`config.mk`:
```
export PLATFORM = sky130hd
export DESIGN_NAME = systemLatch_flat
export DESIGN_NICKNAME = d
export VERILOG_FILES = /design/src/verilog/paletteFormatPkg.sv /design/src/verilog/videoTimingPkg.sv /design/src/verilog/cpuBusIf.sv /design/src/verilog/systemLatch.sv /design/src/flat_wrapper.sv
export SDC_FILE = /design/constraint.sdc
export NUM_CORES = 1
export LEC_CHECK = 0
export ABC_AREA = 1
export BUFFER_PORTS_ARGS = -buffer_cell sky130_fd_sc_hd__clkbuf_2
export CELL_PAD_IN_SITES_DETAIL_PLACEMENT = 0
export CELL_PAD_IN_SITES_GLOBAL_PLACEMENT = 1
export CORE_AREA = 4 4 41 43
export CTS_CLUSTER_DIAMETER = 80
export DETAILED_ROUTE_END_ITERATION = 12
export DIE_AREA = 0 0 45 47
export PLACE_DENSITY = 0.45
export SLEW_MARGIN = 15
export SYNTH_ARGS = -nofsm -noshare
export SYNTH_HDL_FRONTEND = slang
export SYNTH_SLANG_ARGS = --single-unit
```
`constraint.sdc`:
```
create_clock -name CLK_48M -period 1.4 [get_ports CLK_48M]
set_input_delay 0.14 -clock CLK_48M [delete_from_list [all_inputs] [get_ports CLK_48M]]
set_output_delay 0.14 -clock CLK_48M [all_outputs]
set_load 0.02 [all_outputs]
```
`src/verilog/paletteFormatPkg.sv`:
```
//==========================================================================
// Palette format definitions
// Bit layout of the 16-bit palette word and the width of a colour channel
//==========================================================================
`default_nettype none

package paletteFormatPkg;

	// Palette word as the CPU writes it
	localparam int PALETTE_DATA_WIDTH = 16;

	// One output colour channel
	localparam int COLOR_WIDTH = 8;

	typedef logic [COLOR_WIDTH-1:0] colorT;

	// Colour view of a palette word
	// Dark lowers every channel by one step
	// The three lsb bits extend each 4-bit channel to 5 bits
	typedef struct packed {
		logic       dark;
		logic       redLsb;
		logic       greenLsb;
		logic       blueLsb;
		logic [3:0] red;
		logic [3:0] green;
		logic [3:0] blue;
	} paletteFieldsT;

	// Same 16 bits seen as CPU data or as colour fields
	typedef union packed {
		logic [PALETTE_DATA_WIDTH-1:0] raw;
		paletteFieldsT                 fields;
	} paletteWordT;

endpackage

`default_nettype wire

```
`src/verilog/videoTimingPkg.sv`:
```
//==========================================================================
// Video timing and system latch constants
// Pixel clock ratio and the select map of the bit-addressed latch
//==========================================================================
`default_nettype none

package videoTimingPkg;

	// 48 MHz master clock down to the 6 MHz pixel rate
	localparam int PIXEL_DIVIDE_DEFAULT = 8;

	// Latch address layout
	// Bits 3..1 pick one of eight latches
	// Bit 0 is the value stored in it
	localparam int LATCH_ADDR_WIDTH = 4;

	typedef logic [LATCH_ADDR_WIDTH-2:0] latchSelT;

	// Shadow halves all colour channels
	localparam latchSelT LATCH_SEL_SHADOW = 3'd0;

	// Palette bank picks the upper or lower 4096 words
	localparam latchSelT LATCH_SEL_PALBANK = 3'd7;

	// Selects 1 to 6 belong to latches that are not built here

endpackage

`default_nettype wire

```
`src/verilog/cpuBusIf.sv`:
```
//==========================================================================
// CPU write bus
// Palette and system latch write strobes with their address and data
//==========================================================================
`timescale 1ns/1ns
`default_nettype none

interface cpuBusIf #(
	parameter int IndexWidth = 12
);

	// Palette write, one clock wide
	logic palWrite;
	logic [IndexWidth-1:0] palAddr;
	paletteFormatPkg::paletteWordT palData;

	// System latch write, one clock wide
	logic latchWrite;
	logic [videoTimingPkg::LATCH_ADDR_WIDTH-1:0] latchAddr;

	// Top level side that drives everything
	modport host (
		output palWrite, palAddr, palData,
		output latchWrite, latchAddr
	);

	// Palette RAM write port
	modport palette (input palWrite, palAddr, palData);

	// Bit-addressed latch
	modport latch (input latchWrite, latchAddr);

endinterface

`default_nettype wire

```
`src/verilog/systemLatch.sv`:
```
//==========================================================================
// System latch
// Bit-addressed register block holding the shadow flag and palette bank
//==========================================================================
`timescale 1ns/1ns
`default_nettype none

module systemLatch (
	input wire CLK_48M,
	input wire nRESET,

	cpuBusIf.latch bus,

	output logic shadow,
	output logic palBank
);

	// Address split
	videoTimingPkg::latchSelT latchSel;
	logic latchValue;

	// Upper address bits pick the latch
	assign latchSel = bus.latchAddr[videoTimingPkg::LATCH_ADDR_WIDTH-1:1];

	// Lowest address bit is the data
	assign latchValue = bus.latchAddr[0];

	//======================================================================
	// Latch update
	//======================================================================

	// New value shows on the cycle after the strobe
	always_ff @(posedge CLK_48M) begin
		if (!nRESET) begin
			shadow <= 1'b0;
			palBank <= 1'b0;
		end else if (bus.latchWrite) begin
			case (latchSel)
				videoTimingPkg::LATCH_SEL_SHADOW: begin
					shadow <= latchValue;
				end
				videoTimingPkg::LATCH_SEL_PALBANK: begin
					palBank <= latchValue;
				end
				default: begin
					// Vector, card and SRAM latches are not kept
					// so the write falls through
				end
			endcase
		end
	end

endmodule

`default_nettype wire

```
`src/flat_wrapper.sv`:
```
// flat-port wrapper written by rule: the top's interface ports become plain ports
module systemLatch_flat 
  (CLK_48M, nRESET, shadow, palBank, bus_latchWrite, bus_latchAddr);
  cpuBusIf bus_i ();
  input wire CLK_48M;
  input wire nRESET;
  output logic shadow;
  output logic palBank;
  input wire logic [$bits(bus_i.latchWrite)-1:0] bus_latchWrite;
  input wire logic [$bits(bus_i.latchAddr)-1:0] bus_latchAddr;
  assign bus_i.latchWrite = bus_latchWrite;
  assign bus_i.latchAddr = bus_latchAddr;
  systemLatch u_core (.CLK_48M(CLK_48M), .nRESET(nRESET), .bus(bus_i), .shadow(shadow), .palBank(palBank));
endmodule
```
==> metrics.txt <==
status completed; clock skew 0 ns; fin nets 37; Yosys cell types 7; # rows 13; setup TNS 0 ns; Final Slew Violations 0; CTS Buf Count 3; FF+latch count, synth 2; Hold Buf Count CTS 0; post-synthesis sequential area ratio 38.6%; Area contributors post-synth dfxtp_1 (39%), nand2_1 (18%), nor2_1 (14%); Via density 3.33; htree depth 1; Fill cells 164; Final Instance Count excl. Fillers 43; Worst Setup Path Type register to output port; Worst-Margin Slew 0.144 ns; CTS tree yes; multiplexer share of the synthesized area 0%; grt total ovfl 0; RSZ-0062 raised after global routing false; final critical-path required period 0.862 ns; clk_lat worst skew 0.22 ns; IO Pins 9; area grow syn2layout 78.3%; Slowest-stage cell, CP dfxtp_1; Synth Warn # 0; number of global-route vias before repair 147; MaxCap Viol Count 0; final setup violation count 0; largest net degree at the start of global routing 3; Worst path max stage delay 0.32 ns; total core area 0.00130 mm2; CP bufs+invs 1; DR pass1 iterations 4; CP delay by family, top flip-flops; Post-DRT Antenna Nets 0; Total Wirelength 356 um; Syn Nets 24; clock sinks 2; Syn Area/Cell 6.11 um2; gr usage total 4.65%; Initial Util 7.98%; leading area contributor after synthesis dfxtp_1; maximum net fanout on the critical path 2; DRC viols 0; main combinational cell family by area after synthesis simple AND/OR/NAND/NOR gates; Final Wtd Congestion 0.564; Hold WC Path Type input pin to register; Tcrit/Tclk final 61.6%; Final HPWL DP 306 um; Req. time, crit path 1.26 ns; cts repair resizes 0; Wirelength per Cell 8.28 um; simple-gate share of the synthesized area 49.4%; Clock Tree Buf Depth 2; share of cells above drive strength 1 46.4%; Mapped Area 104 um2; PortBufs 8; antenna violations before repair 0; Antenna diodes 0; Hold WS 0.135 ns; xor-xnor portion of the synthesized cell area 0%; die area 0.00212 mm2; CP Cell Sequence clkbuf_2; fmax 1160 MHz; setup bufs post-CTS 0; complex-gate fraction of the synthesized area 4.82%; dpl cells 40; Die Span Y 47 um; R2R setup slack 0.81 ns; PwrDens 1150 mW/mm2; Peak VDD IR 0.282 mV; total number of vias 143; Die Width 45 um; Worst-path clk slew 0.03 ns; CTS root buf clkbuf_4; Critical Path Start Type register; max_slew headroom 90.4%; endpoint class of the critical path output port; final hold vios 0; global-route wire length before repair 600 um; Synth top area share 38.6%; First DRT Iteration DRCs 2; Synth Area in Adders 0%; data arrival time of the worst path 0.72 ns; Lkg Pwr 0.0977 nW; Post-Synthesis Cells 17
==> flip-flops by register name (all words and copies together), names as in the netlist <==
signal,count
u_core.shadow,1
u_core.palBank,1
==> placed cells by master, fill, tap and decap left out, drive strengths merged <==
cell type	count
a21oi	1
clkbuf	11
dfxtp	2
inv	2
nand2	5
nand3	1
nor2	6
==> power by group <==
part / switching, W / internal [W]
registers: 0.00000106 / 0.0000595
logic: 0.0000141 / 0.0000118
clock network: 0.0000329 / 0.0000946
total: 0.0000481 / 0.000166
==> area by class of cell <==
class | count | area, um2 | share of cell area (%)
well taps | 15 | 18.8 | 10.1
flip-flops and latches | 2 | 40.0 | 21.6
inverters | 2 | 7.51 | 4.05
clock buffers | 3 | 22.5 | 12.2
repair buffers | 8 | 40.0 | 21.6
multi-input cells | 13 | 56.3 | 30.4
==> cell usage after synthesis, drive strengths merged <==
master and n:
nor2 6, nand2 5, dfxtp 2, inv 2, a21oi 1, nand3 1
==> through the flow <==
| stage | power, W | utilization, % | area [um2] | worst slack (ns) |
|---|---|---|---|---|
| after floorplan | 0.0000737 | - | 104 | 0.760 |
| after global placement | 0.0000870 | 12.5 | 163 | 0.721 |
| after detailed placement | 0.0000876 | 12.5 | 163 | 0.710 |
| after CTS | 0.000224 | 14.2 | 185 | 0.519 |
| after global routing | 0.000232 | 14.2 | 185 | 0.483 |
| final | 0.000214 | 14.2 | 185 | 0.538 |
==> metal layers <==
metal / vias up / wire, um / track usage (%)
li1: 75 / - / -
met2: 8 / 133 / 4.80
met3: 0 / 43 / 6.13
met5: - / 0 / 0
met4: 0 / 0 / 3.51
met1: 60 / 179 / 4.52
==> kinds of logic (layout without fill, tap and decap cells) <==
kind of cell    after synthesis  in the layout
simple gates                 12             12
flops                         2              2
buf+inv                       2             13
compound gates                1              1
==> path summary, 6_finish.rpt <==
| path | to | cells after the start | startpoint |
|---|---|---|---|
| max reg2reg | u_core.shadow | 2 | u_core.shadow |
| min | u_core.palBank | 3 | nRESET |
| min reg2reg | u_core.palBank | 2 | u_core.palBank |
| max | shadow | 1 | u_core.shadow |
Power figures use the tool's default switching activity.
