[config.mk]
export PLATFORM = sky130hd
export DESIGN_NAME = pixelPipeline
export DESIGN_NICKNAME = d
export VERILOG_FILES = /design/src/verilog/paletteFormatPkg.sv /design/src/verilog/videoTimingPkg.sv /design/src/verilog/pixelPipeline.sv
export SDC_FILE = /design/constraint.sdc
export NUM_CORES = 1
export LEC_CHECK = 0
export BUFFER_PORTS_ARGS = -buffer_cell sky130_fd_sc_hd__buf_2
export CELL_PAD_IN_SITES_DETAIL_PLACEMENT = 1
export CELL_PAD_IN_SITES_GLOBAL_PLACEMENT = 1
export CORE_ASPECT_RATIO = 1.5
export CORE_MARGIN = 10
export CORE_UTILIZATION = 39
export DETAILED_ROUTE_END_ITERATION = 7
export GPL_ROUTABILITY_DRIVEN = 1
export PLACE_DENSITY = 0.83
export SLEW_MARGIN = 20
export SYNTH_ARGS = -nofsm -noshare
export SYNTH_HDL_FRONTEND = slang
export SYNTH_SLANG_ARGS = --single-unit
[constraint.sdc]
create_clock -name CLK_48M -period 4.3 [get_ports CLK_48M]
set_input_delay 0.43 -clock CLK_48M [delete_from_list [all_inputs] [get_ports CLK_48M]]
set_output_delay 0.43 -clock CLK_48M [all_outputs]
set_load 0.005 [all_outputs]
[src/verilog/paletteFormatPkg.sv]
//==========================================================================
// Palette format definitions
// Bit layout of the 16-bit palette word and the width of a colour channel
//==========================================================================
`default_nettype none

package paletteFormatPkg;

	// Palette word as the CPU writes it
	localparam int PALETTE_DATA_WIDTH = 16;

	// One output colour channel
	localparam int COLOR_WIDTH = 8;

	typedef logic [COLOR_WIDTH-1:0] colorT;

	// Colour view of a palette word
	// Dark lowers every channel by one step
	// The three lsb bits extend each 4-bit channel to 5 bits
	typedef struct packed {
		logic       dark;
		logic       redLsb;
		logic       greenLsb;
		logic       blueLsb;
		logic [3:0] red;
		logic [3:0] green;
		logic [3:0] blue;
	} paletteFieldsT;

	// Same 16 bits seen as CPU data or as colour fields
	typedef union packed {
		logic [PALETTE_DATA_WIDTH-1:0] raw;
		paletteFieldsT                 fields;
	} paletteWordT;

endpackage

`default_nettype wire

[src/verilog/videoTimingPkg.sv]
//==========================================================================
// Video timing and system latch constants
// Pixel clock ratio and the select map of the bit-addressed latch
//==========================================================================
`default_nettype none

package videoTimingPkg;

	// 48 MHz master clock down to the 6 MHz pixel rate
	localparam int PIXEL_DIVIDE_DEFAULT = 8;

	// Latch address layout
	// Bits 3..1 pick one of eight latches
	// Bit 0 is the value stored in it
	localparam int LATCH_ADDR_WIDTH = 4;

	typedef logic [LATCH_ADDR_WIDTH-2:0] latchSelT;

	// Shadow halves all colour channels
	localparam latchSelT LATCH_SEL_SHADOW = 3'd0;

	// Palette bank picks the upper or lower 4096 words
	localparam latchSelT LATCH_SEL_PALBANK = 3'd7;

	// Selects 1 to 6 belong to latches that are not built here

endpackage

`default_nettype wire

[src/verilog/pixelPipeline.sv]
//==========================================================================
// Pixel pipeline
// Pixel enable, index sampling, palette word decode and colour registers
//==========================================================================
`timescale 1ns/1ns
`default_nettype none

module pixelPipeline #(
	parameter int IndexWidth = 12,
	parameter int PixelDivide = videoTimingPkg::PIXEL_DIVIDE_DEFAULT
) (
	input wire CLK_48M,
	input wire nRESET,

	input wire [IndexWidth-1:0] pixelIndex,
	input paletteFormatPkg::paletteWordT readWord,
	input wire shadow,

	output logic [IndexWidth-1:0] readIndex,
	output paletteFormatPkg::colorT red,
	output paletteFormatPkg::colorT green,
	output paletteFormatPkg::colorT blue,
	output logic ceOut
);

	// Divider sizing
	localparam int CountWidth = (PixelDivide > 2) ? $clog2(PixelDivide) : 1;
	localparam logic [CountWidth-1:0] LastCount = CountWidth'(PixelDivide - 1);

	logic [CountWidth-1:0] divCount;

	// Colour view of the word coming back from the RAM
	paletteFormatPkg::paletteFieldsT fields;

	assign fields = readWord.fields;

	//======================================================================
	// Channel decode
	//======================================================================

	// 4 main bits, the lsb bit, then the main msb repeated
	// Dark subtracts one, clamped at zero
	// 6 bits widened to 8 by repeating bits 4 and 3
	// Shadow halves the result
	function automatic paletteFormatPkg::colorT decodeChannel(
		input logic [3:0] main,
		input logic lsb,
		input logic dark,
		input logic shade
	);
		logic [6:0] level;
		paletteFormatPkg::colorT full;

		level = {1'b0, main, lsb, main[3]} - {6'd0, dark};
		// Borrow out of bit 5 means the channel was already zero
		if (level[6]) begin
			full = '0;
		end else begin
			full = {level[5:0], level[4:3]};
		end
		if (shade) begin
			return {1'b0, full[7:1]};
		end
		return full;
	endfunction

	//======================================================================
	// Pixel enable
	//======================================================================

	// Counter wraps every PixelDivide cycles
	// Pulse is registered so the first one follows release by PixelDivide cycles
	always_ff @(posedge CLK_48M) begin
		if (!nRESET) begin
			divCount <= '0;
			ceOut <= 1'b0;
		end else begin
			ceOut <= (divCount == LastCount);
			if (divCount == LastCount) begin
				divCount <= '0;
			end else begin
				divCount <= divCount + 1'b1;
			end
		end
	end

	//======================================================================
	// Index and colour registers
	//======================================================================

	// Index held for the whole pixel so the RAM read settles
	always_ff @(posedge CLK_48M) begin
		if (ceOut) begin
			readIndex <= pixelIndex;
		end
	end

	// Word read for the previous index is decoded on the next pixel
	always_ff @(posedge CLK_48M) begin
		if (!nRESET) begin
			red <= '0;
			green <= '0;
			blue <= '0;
		end else if (ceOut) begin
			red <= decodeChannel(fields.red, fields.redLsb, fields.dark, shadow);
			green <= decodeChannel(fields.green, fields.greenLsb, fields.dark, shadow);
			blue <= decodeChannel(fields.blue, fields.blueLsb, fields.dark, shadow);
		end
	end

endmodule

`default_nettype wire

==> run summary <==
Tcrit/Tclk final = 45.9%
CTS tree = done
Slew margin rel. = 68.7%
Final setup violating endpoints = 0
Req. time, crit path = 4.49 ns
Via count = 1628
Post-route ant nets = 0
Final Hold Viols = 0
Total Routing Usage GR = 13.0%
CTS Sinks = 37
Core Region = 0.00454 mm2
I/O pin cnt = 68
Max incr delay on CP = 0.47 ns
CTS Root Cell = clkbuf_8
Area leader, netlist = dfxtp_1
Drt via density = 5.27
Netlist cell types = 42
Setup ws final = 2.33 ns
Clk pwr share = 40.4%
Die area = 0.00789 mm2
Detailed Place HPWL = 4030 um
Sum of negative setup slack = 0 ns
Mapped Cells = 180
Most common cell in the netlist = dfxtp_1
CTS buffer count = 5
H-tree depth = 2
PD cells = 318 mW/mm2
CTS hold repair buffers = 0
Overall routed net length = 5120 um
First-pass GRT wire length = 8510 um
Max VDD drop = 0.000163 V
Nets = 283
FMAX = 507 MHz
P_leak = 1.01 nW
Die height = 104 um
Syn avg cell area = 10.2 um2
Setup crit start kind = input pin
Critical path fanouts, max = 7
Net Switching = 0.000169 W
Slew @ Worst Pin = 0.469 ns
Pint = 0.000566 W
Antenna cells = 0
Async SR Flop Fraction = 0%
Die Width = 76.0 um
Initial Util = 40.3%
Post-CTS Setup Repair Bufs = 0
Post-synth EDFFs = 12
Synth warn = 0
Row count = 30
Vias in the first global route = 1784
DR pass1 iterations = 4
Setup Crit Path Kind = in2reg
Top cell type's share of synthesized area = 27.3%
Cell mode on critical path = ha_1
Largest net degree at the start of global routing = 29
Overall Power = 0.000735 W
Initial antenna violation count = 0
Area grow syn2layout = 26.2%
Critical Path Sink Type = register
Net Sw Frac = 23.0%
Port Buffers = 67
Place WS = 2.07 ns
Hold Crit Class = in2reg
Mapped cell area = 0.00183 mm2
Clock insertion delay at the later pin of the skew report = 0.30 ns
Gate power share = 10.0%
Syn Nets = 219
CTS max path bufs = 2
Register area share after synthesis = 47.0%
Critical path cell sequence = buf_2, inv_1, ha_1, ha_1, or3b_1, o31a_1, a32o_1
Top post-synthesis cells by count = dfxtp_1, edfxtp_1, nand2_1
Status = completed
Flop pwr share = 49.6%
DRC viols = 0
Number of DRC markers in iteration 0 = 60
Slowest cell on crit path = or3b_1
Ys flop type = dfxtp_1
Clock Pin Slew Worst Setup and Hold Paths = 0.08 ns
Final Max Slew Viols = 0
Cts repair resizes = 0
RSZ-0062 raised after global routing = no
Synthesized flop and latch total = 37
Arr. time, crit path = 2.17 ns
Worst Skew = 0.00642 ns
Global route total overflow = 0
Area contributors post-synth = dfxtp_1, edfxtp_1, ha_1
Tmin final = 1.97 ns
Ratio of cells with drive above 1 in the final layout = 31.0%
# Max-Cap Violations = 0
GPL Wtd Cong = 0.795
Wire per inst = 16.6 um
path summary, 6_finish.rpt:
path,start,to,slack (ns),cells past startpoint
worst max register to register,ceOut$_SDFF_PN0_,green[3]$_SDFFE_PN0P_,2.89,3
worst min register to register,divCount[0]$_SDFF_PP0_,divCount[0]$_SDFF_PP0_,0.43,1
worst min-delay path,pixelIndex[4],readIndex[4]$_DFFE_PP_,0.30,1
worst max-delay path,readWord[11],red[1]$_SDFFE_PN0P_,2.33,7
kinds of logic (layout without fill, tap and decap cells):
| family | Yosys count | after routing | share of synthesized area (%) |
|---|---|---|---|
| AND/OR/NAND/NOR | 65 | 65 | 21.0 |
| AO/OA/AOI/OAI | 39 | 39 | 15.6 |
| flip-flops | 37 | 37 | 47.0 |
| buffers and inverters | 19 | 84 | 4.58 |
| multiplexers | 10 | 10 | 5.46 |
| adder cells (fa/ha/maj) | 8 | 8 | 5.46 |
| XOR/XNOR | 2 | 2 | 0.956 |
sequential cells by signal, indices dropped and copies added, names as in the netlist:
register	count
green	7
divCount	3
blue	7
red	7
ceOut	1
readIndex	12
final cells by class:
type | count | area [um2]
clock buffers | 5 | 68.8
clock inverters | 3 | 41.3
fillers | 550 | 2230
inverters | 8 | 30.0
multi-input cells | 124 | 887
flip-flops and latches | 37 | 861
well taps | 64 | 80.1
repair buffers | 68 | 343
power groups by stage:
| stage | sequential, W | combinational, W | clock (W) |
|---|---|---|---|
| after global routing | 0.000365 | 0.0000833 | 0.000317 |
| after detailed placement | 0.000373 | 0.0000728 | 0 |
| final | 0.000364 | 0.0000735 | 0.000297 |
| after global placement | 0.000372 | 0.0000701 | 0 |
| after CTS | 0.000364 | 0.0000739 | 0.000305 |
| after floorplan | 0.000372 | 0.0000414 | 0 |
critical path: cells and delay by family:
kind / cells / cell delay, ns
adders and majority gates: 2 / 0.48
AOI/OAI and AO/OA: 2 / 0.52
buffers and inverters: 2 / 0.27
and+or+nand+nor: 1 / 0.47
through the flow:
step	cell area [um2]	hold slack, ns	util, %	cells
finish	2310	0.305	50.9	309
global route	2310	0.300	50.9	309
CTS	2310	0.297	50.9	309
detailed placement	2200	0.426	48.5	301
global placement	2200	0.419	48.5	301
floorplan	1830	0.405	-	180
placed cells by master, fill, tap and decap left out, types with 2 or more instances in the layout:
| cell | instances |
|---|---|
| o221ai_1 | 7 |
| buf_2 | 67 |
| a31oi_1 | 3 |
| nand2_1 | 11 |
| a21boi_1 | 2 |
| mux2i_1 | 10 |
| and2_1 | 2 |
| or3_1 | 2 |
| a32o_1 | 4 |
| o21ai_0 | 6 |
| nand3b_1 | 10 |
| inv_1 | 8 |
| nand2b_1 | 4 |
| ha_1 | 8 |
| clkbuf_8 | 5 |
| or3b_1 | 3 |
| nor2b_1 | 5 |
| nor3b_1 | 5 |
| edfxtp_1 | 12 |
| and3b_1 | 2 |
| nor3_1 | 4 |
| nand4_1 | 2 |
| a21boi_0 | 3 |
| nand3_1 | 3 |
| a21oi_1 | 5 |
| nor2_1 | 10 |
| dfxtp_1 | 25 |
routing by layer:
metal,wire length [um],global-route usage [%],vias up
met5,0,0,-
met4,122,6.25,0
met3,250,3.81,9
met2,2570,23.0,53
met1,2180,13.7,770
li1,-,-,796
Note: power is estimated with default switching activity, not from simulation.
